--- src/hw/fifo_axil_pkg.sv ---
package fifo_axil_pkg;

  localparam int word_width = 32;
  localparam int addr_width = 32;
  localparam int data_width = 32;
  localparam int strb_width = data_width / 8;
  localparam int msg_words  = 4;

  typedef logic [word_width-1:0] word_t;
  typedef logic [addr_width-1:0] addr_t;
  typedef logic [data_width-1:0] data_t;
  typedef logic [strb_width-1:0] strb_t;

  typedef enum logic [7:0] {
    e_mem_rd    = 8'h00,
    e_mem_wr    = 8'h01,
    e_mem_uc_rd = 8'h02,
    e_mem_uc_wr = 8'h03
  } mem_msg_e;

  // Encoded as log2 of the byte count
  typedef enum logic [7:0] {
    e_size_1 = 8'h00,
    e_size_2 = 8'h01,
    e_size_4 = 8'h02
  } msg_size_e;

  typedef struct packed {
    logic [7:0] did;
    logic [7:0] lce_id;
  } mem_payload_s;

  // Stream layout, lowest word goes out first
  typedef struct packed {
    logic [word_width-1:0] padding;
    data_t                 data;
    addr_t                 addr;
    mem_payload_s          payload;
    logic [7:0]            size;
    logic [7:0]            msg_type;
  } aligned_msg_s;

  typedef struct packed {
    mem_msg_e     msg_type;
    msg_size_e    size;
    addr_t        addr;
    mem_payload_s payload;
  } mem_header_s;

  typedef enum logic [2:0] {
    e_idle,
    e_wr_req,
    e_wr_resp,
    e_rd_req,
    e_rd_resp,
    e_send_rev
  } master_state_e;

endpackage

--- src/hw/fifo_msg_deserializer.sv ---
module fifo_msg_deserializer (
  input  logic                       clk_i,
  input  logic                       rst_n_i,

  input  fifo_axil_pkg::word_t        word_i,
  input  logic                       word_v_i,
  output logic                       word_ready_and_o,

  output fifo_axil_pkg::aligned_msg_s msg_o,
  output logic                       msg_v_o,
  input  logic                       msg_ready_and_i
);

  localparam int cnt_width = $clog2(fifo_axil_pkg::msg_words);

  logic [cnt_width-1:0] cnt_q;
  logic                 full_q;
  logic                 word_fire;
  logic                 msg_fire;
  logic                 last_word;
  fifo_axil_pkg::aligned_msg_s shift_q;

  // A new word may enter while the held message leaves
  assign word_ready_and_o = ~full_q | msg_ready_and_i;
  assign word_fire        = word_v_i & word_ready_and_o;
  assign msg_fire         = msg_v_o & msg_ready_and_i;
  assign last_word        = (cnt_q == cnt_width'(fifo_axil_pkg::msg_words - 1));

  always_ff @(posedge clk_i or negedge rst_n_i) begin
    if (!rst_n_i) begin
      cnt_q  <= '0;
      full_q <= 1'b0;
    end else begin
      if (word_fire) begin
        cnt_q <= last_word ? '0 : cnt_q + 1'b1;
      end
      if (word_fire && last_word) begin
        full_q <= 1'b1;
      end else if (msg_fire) begin
        full_q <= 1'b0;
      end
    end
  end

  // Words enter at the top so the first one ends up lowest
  always_ff @(posedge clk_i) begin
    if (word_fire) begin
      shift_q <= {word_i, shift_q[$bits(shift_q)-1:fifo_axil_pkg::word_width]};
    end
  end

  assign msg_o   = shift_q;
  assign msg_v_o = full_q;

endmodule

--- src/hw/fifo_msg_serializer.sv ---
module fifo_msg_serializer (
  input  logic                       clk_i,
  input  logic                       rst_n_i,

  input  fifo_axil_pkg::aligned_msg_s msg_i,
  input  logic                       msg_v_i,
  output logic                       msg_ready_and_o,

  output fifo_axil_pkg::word_t        word_o,
  output logic                       word_v_o,
  input  logic                       word_ready_and_i
);

  localparam int cnt_width = $clog2(fifo_axil_pkg::msg_words);

  logic [cnt_width-1:0] cnt_q;
  logic                 busy_q;
  logic                 msg_fire;
  logic                 word_fire;
  fifo_axil_pkg::aligned_msg_s msg_q;

  assign msg_ready_and_o = ~busy_q;
  assign msg_fire        = msg_v_i & msg_ready_and_o;
  assign word_fire       = word_v_o & word_ready_and_i;

  always_ff @(posedge clk_i or negedge rst_n_i) begin
    if (!rst_n_i) begin
      cnt_q  <= '0;
      busy_q <= 1'b0;
    end else if (msg_fire) begin
      cnt_q  <= cnt_width'(fifo_axil_pkg::msg_words - 1);
      busy_q <= 1'b1;
    end else if (word_fire) begin
      cnt_q <= cnt_q - 1'b1;
      // Free after the last word
      if (cnt_q == '0) begin
        busy_q <= 1'b0;
      end
    end
  end

  always_ff @(posedge clk_i) begin
    if (msg_fire) begin
      msg_q <= msg_i;
    end else if (word_fire) begin
      msg_q <= {fifo_axil_pkg::word_t'(0), msg_q[$bits(msg_q)-1:fifo_axil_pkg::word_width]};
    end
  end

  assign word_o   = msg_q[fifo_axil_pkg::word_width-1:0];
  assign word_v_o = busy_q;

endmodule

--- src/hw/mem_axil_master.sv ---
module mem_axil_master (
  input  logic                      clk_i,
  input  logic                      rst_n_i,

  input  fifo_axil_pkg::mem_header_s fwd_header_i,
  input  fifo_axil_pkg::data_t       fwd_data_i,
  input  logic                      fwd_v_i,
  output logic                      fwd_ready_and_o,

  output fifo_axil_pkg::mem_header_s rev_header_o,
  output fifo_axil_pkg::data_t       rev_data_o,
  output logic                      rev_v_o,
  input  logic                      rev_ready_and_i,

  output fifo_axil_pkg::addr_t       m_axil_awaddr_o,
  output logic [2:0]                m_axil_awprot_o,
  output logic                      m_axil_awvalid_o,
  input  logic                      m_axil_awready_i,

  output fifo_axil_pkg::data_t       m_axil_wdata_o,
  output fifo_axil_pkg::strb_t       m_axil_wstrb_o,
  output logic                      m_axil_wvalid_o,
  input  logic                      m_axil_wready_i,

  input  logic [1:0]                m_axil_bresp_i,
  input  logic                      m_axil_bvalid_i,
  output logic                      m_axil_bready_o,

  output fifo_axil_pkg::addr_t       m_axil_araddr_o,
  output logic [2:0]                m_axil_arprot_o,
  output logic                      m_axil_arvalid_o,
  input  logic                      m_axil_arready_i,

  input  fifo_axil_pkg::data_t       m_axil_rdata_i,
  input  logic [1:0]                m_axil_rresp_i,
  input  logic                      m_axil_rvalid_i,
  output logic                      m_axil_rready_o
);

  fifo_axil_pkg::master_state_e state_q, state_d;
  fifo_axil_pkg::mem_header_s   header_q;
  fifo_axil_pkg::data_t         data_q;
  fifo_axil_pkg::strb_t         size_mask;

  logic aw_done_q, w_done_q;
  logic fwd_fire, fwd_is_wr;
  logic aw_fire, w_fire, wr_addr_data_done;

  assign fwd_ready_and_o = (state_q == fifo_axil_pkg::e_idle);
  assign fwd_fire        = fwd_v_i & fwd_ready_and_o;
  assign fwd_is_wr       = fwd_header_i.msg_type inside {fifo_axil_pkg::e_mem_wr,
                                                         fifo_axil_pkg::e_mem_uc_wr};

  assign aw_fire           = m_axil_awvalid_o & m_axil_awready_i;
  assign w_fire            = m_axil_wvalid_o & m_axil_wready_i;
  // aw and w may be accepted in either order
  assign wr_addr_data_done = (aw_done_q | aw_fire) & (w_done_q | w_fire);

  always_comb begin
    state_d = state_q;
    case (state_q)
      fifo_axil_pkg::e_idle:     if (fwd_fire) state_d = fwd_is_wr ? fifo_axil_pkg::e_wr_req
                                                                   : fifo_axil_pkg::e_rd_req;
      fifo_axil_pkg::e_wr_req:   if (wr_addr_data_done) state_d = fifo_axil_pkg::e_wr_resp;
      fifo_axil_pkg::e_wr_resp:  if (m_axil_bvalid_i) state_d = fifo_axil_pkg::e_send_rev;
      fifo_axil_pkg::e_rd_req:   if (m_axil_arready_i) state_d = fifo_axil_pkg::e_rd_resp;
      fifo_axil_pkg::e_rd_resp:  if (m_axil_rvalid_i) state_d = fifo_axil_pkg::e_send_rev;
      fifo_axil_pkg::e_send_rev: if (rev_ready_and_i) state_d = fifo_axil_pkg::e_idle;
      default:                   state_d = fifo_axil_pkg::e_idle;
    endcase
  end

  always_ff @(posedge clk_i or negedge rst_n_i) begin
    if (!rst_n_i) begin
      state_q   <= fifo_axil_pkg::e_idle;
      aw_done_q <= 1'b0;
      w_done_q  <= 1'b0;
    end else begin
      state_q <= state_d;
      if ((state_q == fifo_axil_pkg::e_wr_req) && !wr_addr_data_done) begin
        aw_done_q <= aw_done_q | aw_fire;
        w_done_q  <= w_done_q | w_fire;
      end else begin
        aw_done_q <= 1'b0;
        w_done_q  <= 1'b0;
      end
    end
  end

  // Read data replaces the request data for the response
  always_ff @(posedge clk_i) begin
    if (fwd_fire) begin
      header_q <= fwd_header_i;
      data_q   <= fwd_data_i;
    end else if ((state_q == fifo_axil_pkg::e_rd_resp) && m_axil_rvalid_i) begin
      data_q <= m_axil_rdata_i;
    end
  end

  always_comb begin
    case (header_q.size)
      fifo_axil_pkg::e_size_1: size_mask = fifo_axil_pkg::strb_t'(4'b0001);
      fifo_axil_pkg::e_size_2: size_mask = fifo_axil_pkg::strb_t'(4'b0011);
      default:                 size_mask = fifo_axil_pkg::strb_t'(4'b1111);
    endcase
  end

  assign m_axil_awaddr_o  = header_q.addr;
  assign m_axil_awprot_o  = 3'b000;
  assign m_axil_awvalid_o = (state_q == fifo_axil_pkg::e_wr_req) & ~aw_done_q;
  assign m_axil_wdata_o   = data_q;
  assign m_axil_wstrb_o   = size_mask << header_q.addr[1:0];
  assign m_axil_wvalid_o  = (state_q == fifo_axil_pkg::e_wr_req) & ~w_done_q;
  // bresp and rresp carry no information here, slave always answers OKAY
  assign m_axil_bready_o  = (state_q == fifo_axil_pkg::e_wr_resp);

  assign m_axil_araddr_o  = header_q.addr;
  assign m_axil_arprot_o  = 3'b000;
  assign m_axil_arvalid_o = (state_q == fifo_axil_pkg::e_rd_req);
  assign m_axil_rready_o  = (state_q == fifo_axil_pkg::e_rd_resp);

  assign rev_header_o = header_q;
  assign rev_data_o   = data_q;
  assign rev_v_o      = (state_q == fifo_axil_pkg::e_send_rev);

endmodule

--- src/hw/fifo_to_axil_bridge.sv ---
module fifo_to_axil_bridge (
  input  logic                 clk_i,
  input  logic                 rst_n_i,

  input  fifo_axil_pkg::word_t  fifo_i,
  input  logic                 fifo_v_i,
  output logic                 fifo_ready_and_o,

  output fifo_axil_pkg::word_t  fifo_o,
  output logic                 fifo_v_o,
  input  logic                 fifo_ready_and_i,

  output fifo_axil_pkg::addr_t  m_axil_awaddr_o,
  output logic [2:0]           m_axil_awprot_o,
  output logic                 m_axil_awvalid_o,
  input  logic                 m_axil_awready_i,
  output fifo_axil_pkg::data_t  m_axil_wdata_o,
  output fifo_axil_pkg::strb_t  m_axil_wstrb_o,
  output logic                 m_axil_wvalid_o,
  input  logic                 m_axil_wready_i,
  input  logic [1:0]           m_axil_bresp_i,
  input  logic                 m_axil_bvalid_i,
  output logic                 m_axil_bready_o,
  output fifo_axil_pkg::addr_t  m_axil_araddr_o,
  output logic [2:0]           m_axil_arprot_o,
  output logic                 m_axil_arvalid_o,
  input  logic                 m_axil_arready_i,
  input  fifo_axil_pkg::data_t  m_axil_rdata_i,
  input  logic [1:0]           m_axil_rresp_i,
  input  logic                 m_axil_rvalid_i,
  output logic                 m_axil_rready_o
);

  fifo_axil_pkg::aligned_msg_s aligned_fwd, aligned_rev;
  logic aligned_fwd_v, aligned_fwd_ready_and;
  logic aligned_rev_v, aligned_rev_ready_and;

  fifo_axil_pkg::mem_header_s mem_fwd_header, mem_rev_header;
  fifo_axil_pkg::data_t       mem_fwd_data, mem_rev_data;
  logic mem_fwd_v, mem_fwd_ready_and;
  logic mem_rev_v, mem_rev_ready_and;
  logic rev_is_read;

  fifo_msg_deserializer i_fifo_msg_deserializer (
    .clk_i            (clk_i),
    .rst_n_i          (rst_n_i),
    .word_i           (fifo_i),
    .word_v_i         (fifo_v_i),
    .word_ready_and_o (fifo_ready_and_o),
    .msg_o            (aligned_fwd),
    .msg_v_o          (aligned_fwd_v),
    .msg_ready_and_i  (aligned_fwd_ready_and)
  );

  always_comb begin
    mem_fwd_header.msg_type = fifo_axil_pkg::mem_msg_e'(aligned_fwd.msg_type);
    mem_fwd_header.size     = fifo_axil_pkg::msg_size_e'(aligned_fwd.size);
    mem_fwd_header.addr     = aligned_fwd.addr;
    mem_fwd_header.payload  = aligned_fwd.payload;
  end
  assign mem_fwd_data          = aligned_fwd.data;
  assign mem_fwd_v             = aligned_fwd_v;
  assign aligned_fwd_ready_and = mem_fwd_ready_and;

  mem_axil_master i_mem_axil_master (
    .clk_i           (clk_i),
    .rst_n_i         (rst_n_i),
    .fwd_header_i    (mem_fwd_header),
    .fwd_data_i      (mem_fwd_data),
    .fwd_v_i         (mem_fwd_v),
    .fwd_ready_and_o (mem_fwd_ready_and),
    .rev_header_o    (mem_rev_header),
    .rev_data_o      (mem_rev_data),
    .rev_v_o         (mem_rev_v),
    .rev_ready_and_i (mem_rev_ready_and),
    .*
  );

  always_comb begin
    aligned_rev.padding  = '0;
    aligned_rev.data     = mem_rev_data;
    aligned_rev.addr     = mem_rev_header.addr;
    aligned_rev.payload  = mem_rev_header.payload;
    aligned_rev.size     = mem_rev_header.size;
    aligned_rev.msg_type = mem_rev_header.msg_type;
  end

  // Write acks are swallowed the cycle they appear
  assign rev_is_read       = mem_rev_header.msg_type inside {fifo_axil_pkg::e_mem_rd,
                                                             fifo_axil_pkg::e_mem_uc_rd};
  assign aligned_rev_v     = mem_rev_v & rev_is_read;
  assign mem_rev_ready_and = rev_is_read ? aligned_rev_ready_and : 1'b1;

  fifo_msg_serializer i_fifo_msg_serializer (
    .clk_i            (clk_i),
    .rst_n_i          (rst_n_i),
    .msg_i            (aligned_rev),
    .msg_v_i          (aligned_rev_v),
    .msg_ready_and_o  (aligned_rev_ready_and),
    .word_o           (fifo_o),
    .word_v_o         (fifo_v_o),
    .word_ready_and_i (fifo_ready_and_i)
  );

endmodule

--- config.mk ---
export PLATFORM = sky130hd
export DESIGN_NAME = fifo_to_axil_bridge
export DESIGN_NICKNAME = d
export VERILOG_FILES = /design/src/hw/fifo_axil_pkg.sv /design/src/hw/fifo_msg_deserializer.sv /design/src/hw/fifo_msg_serializer.sv /design/src/hw/mem_axil_master.sv /design/src/hw/fifo_to_axil_bridge.sv
export SDC_FILE = /design/constraint.sdc
export NUM_CORES = 1
export LEC_CHECK = 0
export BUFFER_PORTS_ARGS = -buffer_cell sky130_fd_sc_hd__buf_2
export CAP_MARGIN = 10
export CORE_MARGIN = 2
export CORE_UTILIZATION = 56
export CTS_CLUSTER_DIAMETER = 150
export DETAILED_ROUTE_END_ITERATION = 10
export PLACE_DENSITY = 0.79
export SLEW_MARGIN = 20
export SYNTH_ARGS = -nofsm -noshare
export SYNTH_HDL_FRONTEND = slang
export SYNTH_SLANG_ARGS = --single-unit
--- constraint.sdc ---
create_clock -name clk_i -period 9.61 [get_ports clk_i]
set_input_delay 0.4805 -clock clk_i [delete_from_list [all_inputs] [get_ports clk_i]]
set_output_delay 0.4805 -clock clk_i [all_outputs]
set_load 0.05 [all_outputs]
==> results of run 1 <==
cells in the final DEF, fill, tap and decap left out, drive strengths merged, types with 8 or more instances in the layout:
cell	Yosys	routed
edfxtp	320	320
buf	151	216
mux2	91	91
clkbuf	2	45
and2	34	34
dfrtp	11	11
nor2	10	10
nand2	10	10
nor2b	8	8
clkinv	0	8
per-layer routing:
metal / vias to the layer above / track usage [%]
met5: - / 0
met3: 34 / 3.73
met2: 155 / 27.1
li1: 2592 / -
met4: 2 / 5.82
met1: 2737 / 20.8
per-stage QoR:
| step | instances | setup WS, ns |
|---|---|---|
| floorplan | 685 | 4.34 |
| global placement | 1033 | 6.36 |
| detailed placement | 1033 | 6.34 |
| CTS | 1091 | 6.32 |
| global route | 1092 | 6.10 |
| finish | 1092 | 6.34 |
registers in the layout (all words and copies together), names as in the netlist:
| name | cells |
|---|---|
| i_fifo_msg_serializer.cnt_q | 2 |
| i_mem_axil_master.aw_done_q | 1 |
| i_mem_axil_master.state_q | 3 |
| i_mem_axil_master.m_axil_araddr_o | 32 |
| i_mem_axil_master.w_done_q | 1 |
| i_fifo_msg_deserializer.msg_v_o | 1 |
| i_mem_axil_master.rev_header_o | 32 |
| i_fifo_msg_serializer.word_o | 32 |
| i_mem_axil_master.m_axil_wdata_o | 32 |
| i_fifo_msg_serializer.word_v_o | 1 |
| i_fifo_msg_deserializer.cnt_q | 2 |
| i_fifo_msg_deserializer.msg_o | 128 |
| i_fifo_msg_serializer.msg_q | 64 |
area by class of cell:
class / instances / area [um^2] / share of cell area (%)
clock buffers: 45 / 913 / 6.50
diodes: 1 / 2.50 / 0.0178
inverters: 4 / 20.0 / 0.142
repair buffers: 217 / 1100 / 7.85
multi-input cells: 197 / 1690 / 12.0
flip-flops and latches: 331 / 9880 / 70.3
clock inverters: 12 / 87.6 / 0.623
well taps: 285 / 357 / 2.54
timing repair:
item                                   4_1_cts  5_1_grt
gates resized for setup                      0        0
endpoints found under the hold margin       11        0
buffers inserted                             0        0
hold buffers                                 1        0
kinds of logic after synthesis:
logic type / after synthesis / share of synthesized area (%)
buffers and inverters: 157 / 9.29
AO/OA/AOI/OAI: 19 / 0.993
AND/OR/NAND/NOR: 77 / 3.64
XOR/XNOR: 1 / 0.0688
multiplexers: 92 / 8.13
adder cells (fa/ha/maj): 2 / 0.197
flip-flops: 331 / 77.7
other: 1 / 0.0295
power by group through the flow:
stage | Clock (mW) | Sequential, mW | Combinational, mW
CTS | 1.22 | 2.11 | 0.813
detailed placement | 0 | 2.14 | 0.812
floorplan | 0 | 2.10 | 0.744
finish | 1.19 | 2.11 | 0.799
global route | 1.28 | 2.14 | 0.846
global placement | 0 | 2.12 | 0.798
worst min-delay path by stage:
stage,to,from
floorplan,i_fifo_msg_deserializer.cnt_q[0],rst_n_i
global placement,i_mem_axil_master.aw_done_q,rst_n_i
detailed placement,i_mem_axil_master.aw_done_q,rst_n_i
CTS,i_fifo_msg_deserializer.msg_o[108],fifo_i[12]
global route,i_fifo_msg_deserializer.msg_o[108],fifo_i[12]
finish,i_fifo_msg_deserializer.msg_o[108],fifo_i[12]
worst max-delay path: stages (launching register included):
cell and delay [ns]:
dfrtp_1 0.61, and4_1 0.41, and2b_4 0.57, a21o_4 0.47, buf_4 0.72
==> impl_metrics.json, run 1 <==
{
  "status": "complete, no violations",
  "ys_seq_elements": 331,
  "internal-power_mw": 2.86,
  "period_minus_slack_ns": 3.27,
  "crit_type": "reg -> reg",
  "endpoint_kind": "register",
  "critPathRequiredTime_ns": 9.73,
  "dr.pass1.iters": 5,
  "vias": 5520,
  "h-tree-depth": 2,
  "antenna_found_initial": 3,
  "r2r_slack_ns": 6.34,
  "top_layer_used": "met5",
  "yosys-top-cells-area": "edfxtp_1 75%, buf_4 7.9%, mux2_2 7.2%",
  "antenna_left": 0,
  "cap_violations": 0,
  "die_area_um2": 24000,
  "drc": 0,
  "swShare_pct": 30.2,
  "timing.rr.start": "i_mem_axil_master.state_q[0]",
  "async_flop_share_pct": 3.32,
  "cts_buffers": 34,
  "p_comb_share_pct": 19.5,
  "ys_warn_count": 0,
  "grt-ovfl-total": 0,
  "ir_drop_mv": 0.188,
  "grt_usage_pct": 16.1,
  "synth_edf_count": 320,
  "grt_max_degree": 78,
  "p_leak_nw": 5.14,
  "hold_viol": 0,
  "root_buffer": "clkbuf_16",
  "skew_ns": 0.0129,
  "timing.rr.end": "i_fifo_msg_serializer.msg_q[49]",
  "wl_per_cell_um": 17.9,
  "netlist_area_um2": 12700,
  "fillCellCount": 1557,
  "core_um2": 22500,
  "cts_tree": "done",
  "seqPwrFrac_pct": 51.5,
  "wl_met1_um": 8070,
  "tns_ns": 0,
  "yosys_most_used_dff": "edfxtp_1",
  "rows": 55,
  "die_w_um": 155,
  "hold_depth": 1,
  "wl_um": 19500,
  "final_cell_area_um2": 14100,
  "routed_via_density": 5.05,
  "syn_to_final_growth_pct": 10.5,
  "finalSetupViolCount": 0,
  "cp_max_fo": 60,
  "rsz0062_at_grt": "false",
  "finalNetCount": 864,
  "gp_congestion": 0.791,
  "place_area_um2": 13000,
  "dr_wl_met3_um": 1040,
  "initial_core_util_pct": 56.6,
  "pwr_density_cell_nw_per_um2": 291,
  "clk_pin_slew_worst_paths_ns": 0.06,
  "start_kind": "register",
  "drt_iter0_markers": 273,
  "synth_commonest_cells": "320 x edfxtp_1, 134 x buf_4, 81 x mux2_2",
  "final_core_util_pct": 62.5,
  "cp.arrival_ns": 3.39,
  "slew_violations": 0,
  "fmax_mhz": 305,
  "port_buffers": 211,
  "netSwitchingPower_mw": 1.24,
  "clk_latency_ns": 0.49,
  "grt_pass1_wl_um": 29500,
  "yosysMostFrequentCell": "edfxtp_1",
  "chipHeight_um": 155,
  "r2r_cells": 4,
  "yosysTopAreaCellShare_pct": 75.5,
  "dp_hpwl_um": 12000,
  "fin_total_pwr_mw": 4.10,
  "p_clk_share_pct": 29.1,
  "ys_seq_area_share_pct": 77.7,
  "yosysTopAreaCell": "edfxtp_1",
  "syn_area_per_cell_um2": 18.7,
  "clockBufferDepth": 3,
  "ios": 222,
  "whs_ns": 0.161,
  "finalCritPeriodShare_pct": 34.1,
  "drive_gt1_share_pct": 42.9,
  "grt_pass1_vias": 5463,
  "wl_met2_um": 9980,
  "yosysUniqueCellTypes": 38,
  "worstSetupEndpoint": "i_fifo_msg_serializer.msg_q[49]",
  "synthesis.instances": 680,
  "relSlewSlack_pct": 31.9,
  "cts.sinks": 331,
  "crit_start": "i_mem_axil_master.state_q[0]",
  "hold_path.class": "in -> reg",
  "tightest_slew_ns": 1.02
}
No activity file was read; power rests on OpenSTA's default activity.
==> run 2: changes to the inputs <==
Settings changed: CORE_UTILIZATION 56 to 50, PLACE_DENSITY 0.79 to 0.74.
Clock period 9.61 ns to 2.85 ns, I/O delays scaled along.
==> run 2 against run 1 <==
  * Global-route usage down 0.76 points
  * Sequential share of layout area is 4.8 points lower
  * First-iteration DRC count rose by 37%
  * Total power increased to 3.5 times the previous value
  * Sequential cell count did not move
  * Sequential power grew to 3.4 times the previous value
  * Worst setup slack got worse by 6.1 ns
  * Critical path depth up 1
  * Via count increased by 6.2%
  * Combinational power grew to 3.6 times the previous value
==> impl_metrics.json, run 2 (synthesis gave the netlist of run 1 again) <==
{
  "status": "complete, no violations",
  "final_cell_mix": "320 x edfxtp_1, 211 x buf_2, 81 x mux2_2, 70 x dlygate4sd3_1, 35 x clkbuf_16",
  "cts_tree": "done",
  "rsz0062_at_grt": "false",
  "h-tree-depth": 2,
  "ir_drop_mv": 0.531,
  "grt_max_degree": 129,
  "grt_pass1_wl_um": 31400,
  "cap_violations": 0,
  "cp.arrival_ns": 2.48,
  "fillCellCount": 1867,
  "chipHeight_um": 164,
  "clk_latency_ns": 0.51,
  "skew_ns": 0.0176,
  "core_um2": 25100,
  "cts.sinks": 331,
  "gp_congestion": 0.738,
  "pwr_density_cell_nw_per_um2": 951,
  "place_ws_ns": 0.606,
  "largest_reg_flops": 128,
  "place_area_um2": 13300,
  "rows": 58,
  "endpoint_kind": "output pin",
  "fmax_mhz": 381,
  "whs_ns": 0.0444,
  "p_leak_nw": 5.54,
  "drt_iter0_markers": 373,
  "cp_max_fo": 3,
  "start_kind": "register",
  "grt_usage_pct": 15.3,
  "grt_pass1_vias": 5989,
  "final_common_cell": "edfxtp_1",
  "die_w_um": 164,
  "drive_gt1_share_pct": 41.3,
  "vias": 5864,
  "cts_setup_buffers": 0,
  "period_minus_slack_ns": 2.62,
  "clk_pin_slew_worst_paths_ns": 0.06,
  "finalWorstSetupSlack_ns": 0.228,
  "initial_core_util_pct": 50.7,
  "slew_violations": 0,
  "hold_viol": 0,
  "finalSetupViolCount": 0,
  "clockBufferDepth": 3,
  "dr.pass1.iters": 4,
  "hold_path.class": "in -> async",
  "finalNetCount": 940,
  "antenna_found_initial": 2,
  "multi_input_comb_area_um2": 1710,
  "wl_per_cell_um": 16.9,
  "cts_resized": 0,
  "ios": 222,
  "regArea_um2": 9880,
  "critPathRequiredTime_ns": 2.71,
  "port_buffers": 211,
  "syn_to_final_growth_pct": 18.5,
  "tightest_slew_ns": 0.787,
  "dp_hpwl_um": 11800,
  "crit_type": "reg -> out",
  "grt-ovfl-total": 0,
  "cts_buffers": 35,
  "drc": 0,
  "final_cell_area_um2": 15100,
  "finalCritPeriodShare_pct": 92.0,
  "wl_um": 20600,
  "tns_ns": 0,
  "antenna_left": 0,
  "root_buffer": "clkbuf_16",
  "relSlewSlack_pct": 47.5,
  "final_core_util_pct": 60.1,
  "routed_via_density": 4.81,
  "die_area_um2": 26700
}
## run 2: cell count changes in the layout (fill, tap and decap cells not counted), moves of 3 or more
cell	change
clkbuf_1	-8
clkinvlp_4	+4
clkinv_4	+3
clkinv_2	+3
buf_12	+8
dlygate4sd3_1	+69
## run 2: path summary, 6_finish.rpt
check / from / slack [ns] / endpoint / cells after the start
setup / recovery: i_mem_axil_master.rev_header_o[52] / 0.23 / m_axil_wstrb_o[2] / 5
hold / removal: rst_n_i / 0.04 / i_fifo_msg_serializer.cnt_q[0] / 2
setup reg to reg: i_mem_axil_master.state_q[1] / 0.58 / i_fifo_msg_serializer.word_o[13] / 5
hold reg to reg: i_fifo_msg_deserializer.msg_o[27] / 0.41 / i_mem_axil_master.rev_header_o[11] / 0
max in group asynchronous: rst_n_i / 2.59 / i_fifo_msg_deserializer.msg_v_o / 2
min in group clk_i: m_axil_arready_i / 0.06 / i_mem_axil_master.state_q[1] / 3
## run 2: worst max-delay path: stages, from the launching register on
cell and delay, ns:
edfxtp_1 0.39, or4_1 0.57, nor4_1 0.49, and3b_1 0.25, a21oi_1 0.04, buf_2 0.23
## run 2: timing repair
action / in CTS / in global routing
endpoints found under the setup margin: 0 / 0
hold buffers: 70 / 0
hold endpoints to repair: 81 / 0
## run 2: final cells by class
type	count	share of cell area [%]
clock buffer	38	5.95
inverter	4	0.124
antenna	1	0.0166
tap	330	2.74
timing repair buffer	292	12.9
sequential	331	65.5
multi-input combinational	197	11.3
clock inverter	25	1.48
## run 2: metrics by stage
| stage | total power [mW] | cells |
|---|---|---|
| floorplan | 9.60 | 685 |
| global placement | 9.96 | 1084 |
| detailed placement | 10.1 | 1084 |
| CTS | 14.5 | 1217 |
| global route | 14.9 | 1217 |
| finish | 14.3 | 1218 |
## run 2: layer usage
layer / track usage [%] / vias up / part of all wire, %
li1: - / 2755 / -
met2: 25.9 / 165 / 51
met1: 19.6 / 2906 / 42
met3: 4.11 / 36 / 5.7
met5: 0 / - / 0.078
met4: 4.59 / 2 / 1.9
## run 2: power breakdown
group | switching, mW | internal, mW | total (mW)
registers | 0.414 | 6.67 | 7.08
logic | 2.13 | 0.767 | 2.89
clock network | 1.80 | 2.57 | 4.37
total | 4.34 | 10.0 | 14.3
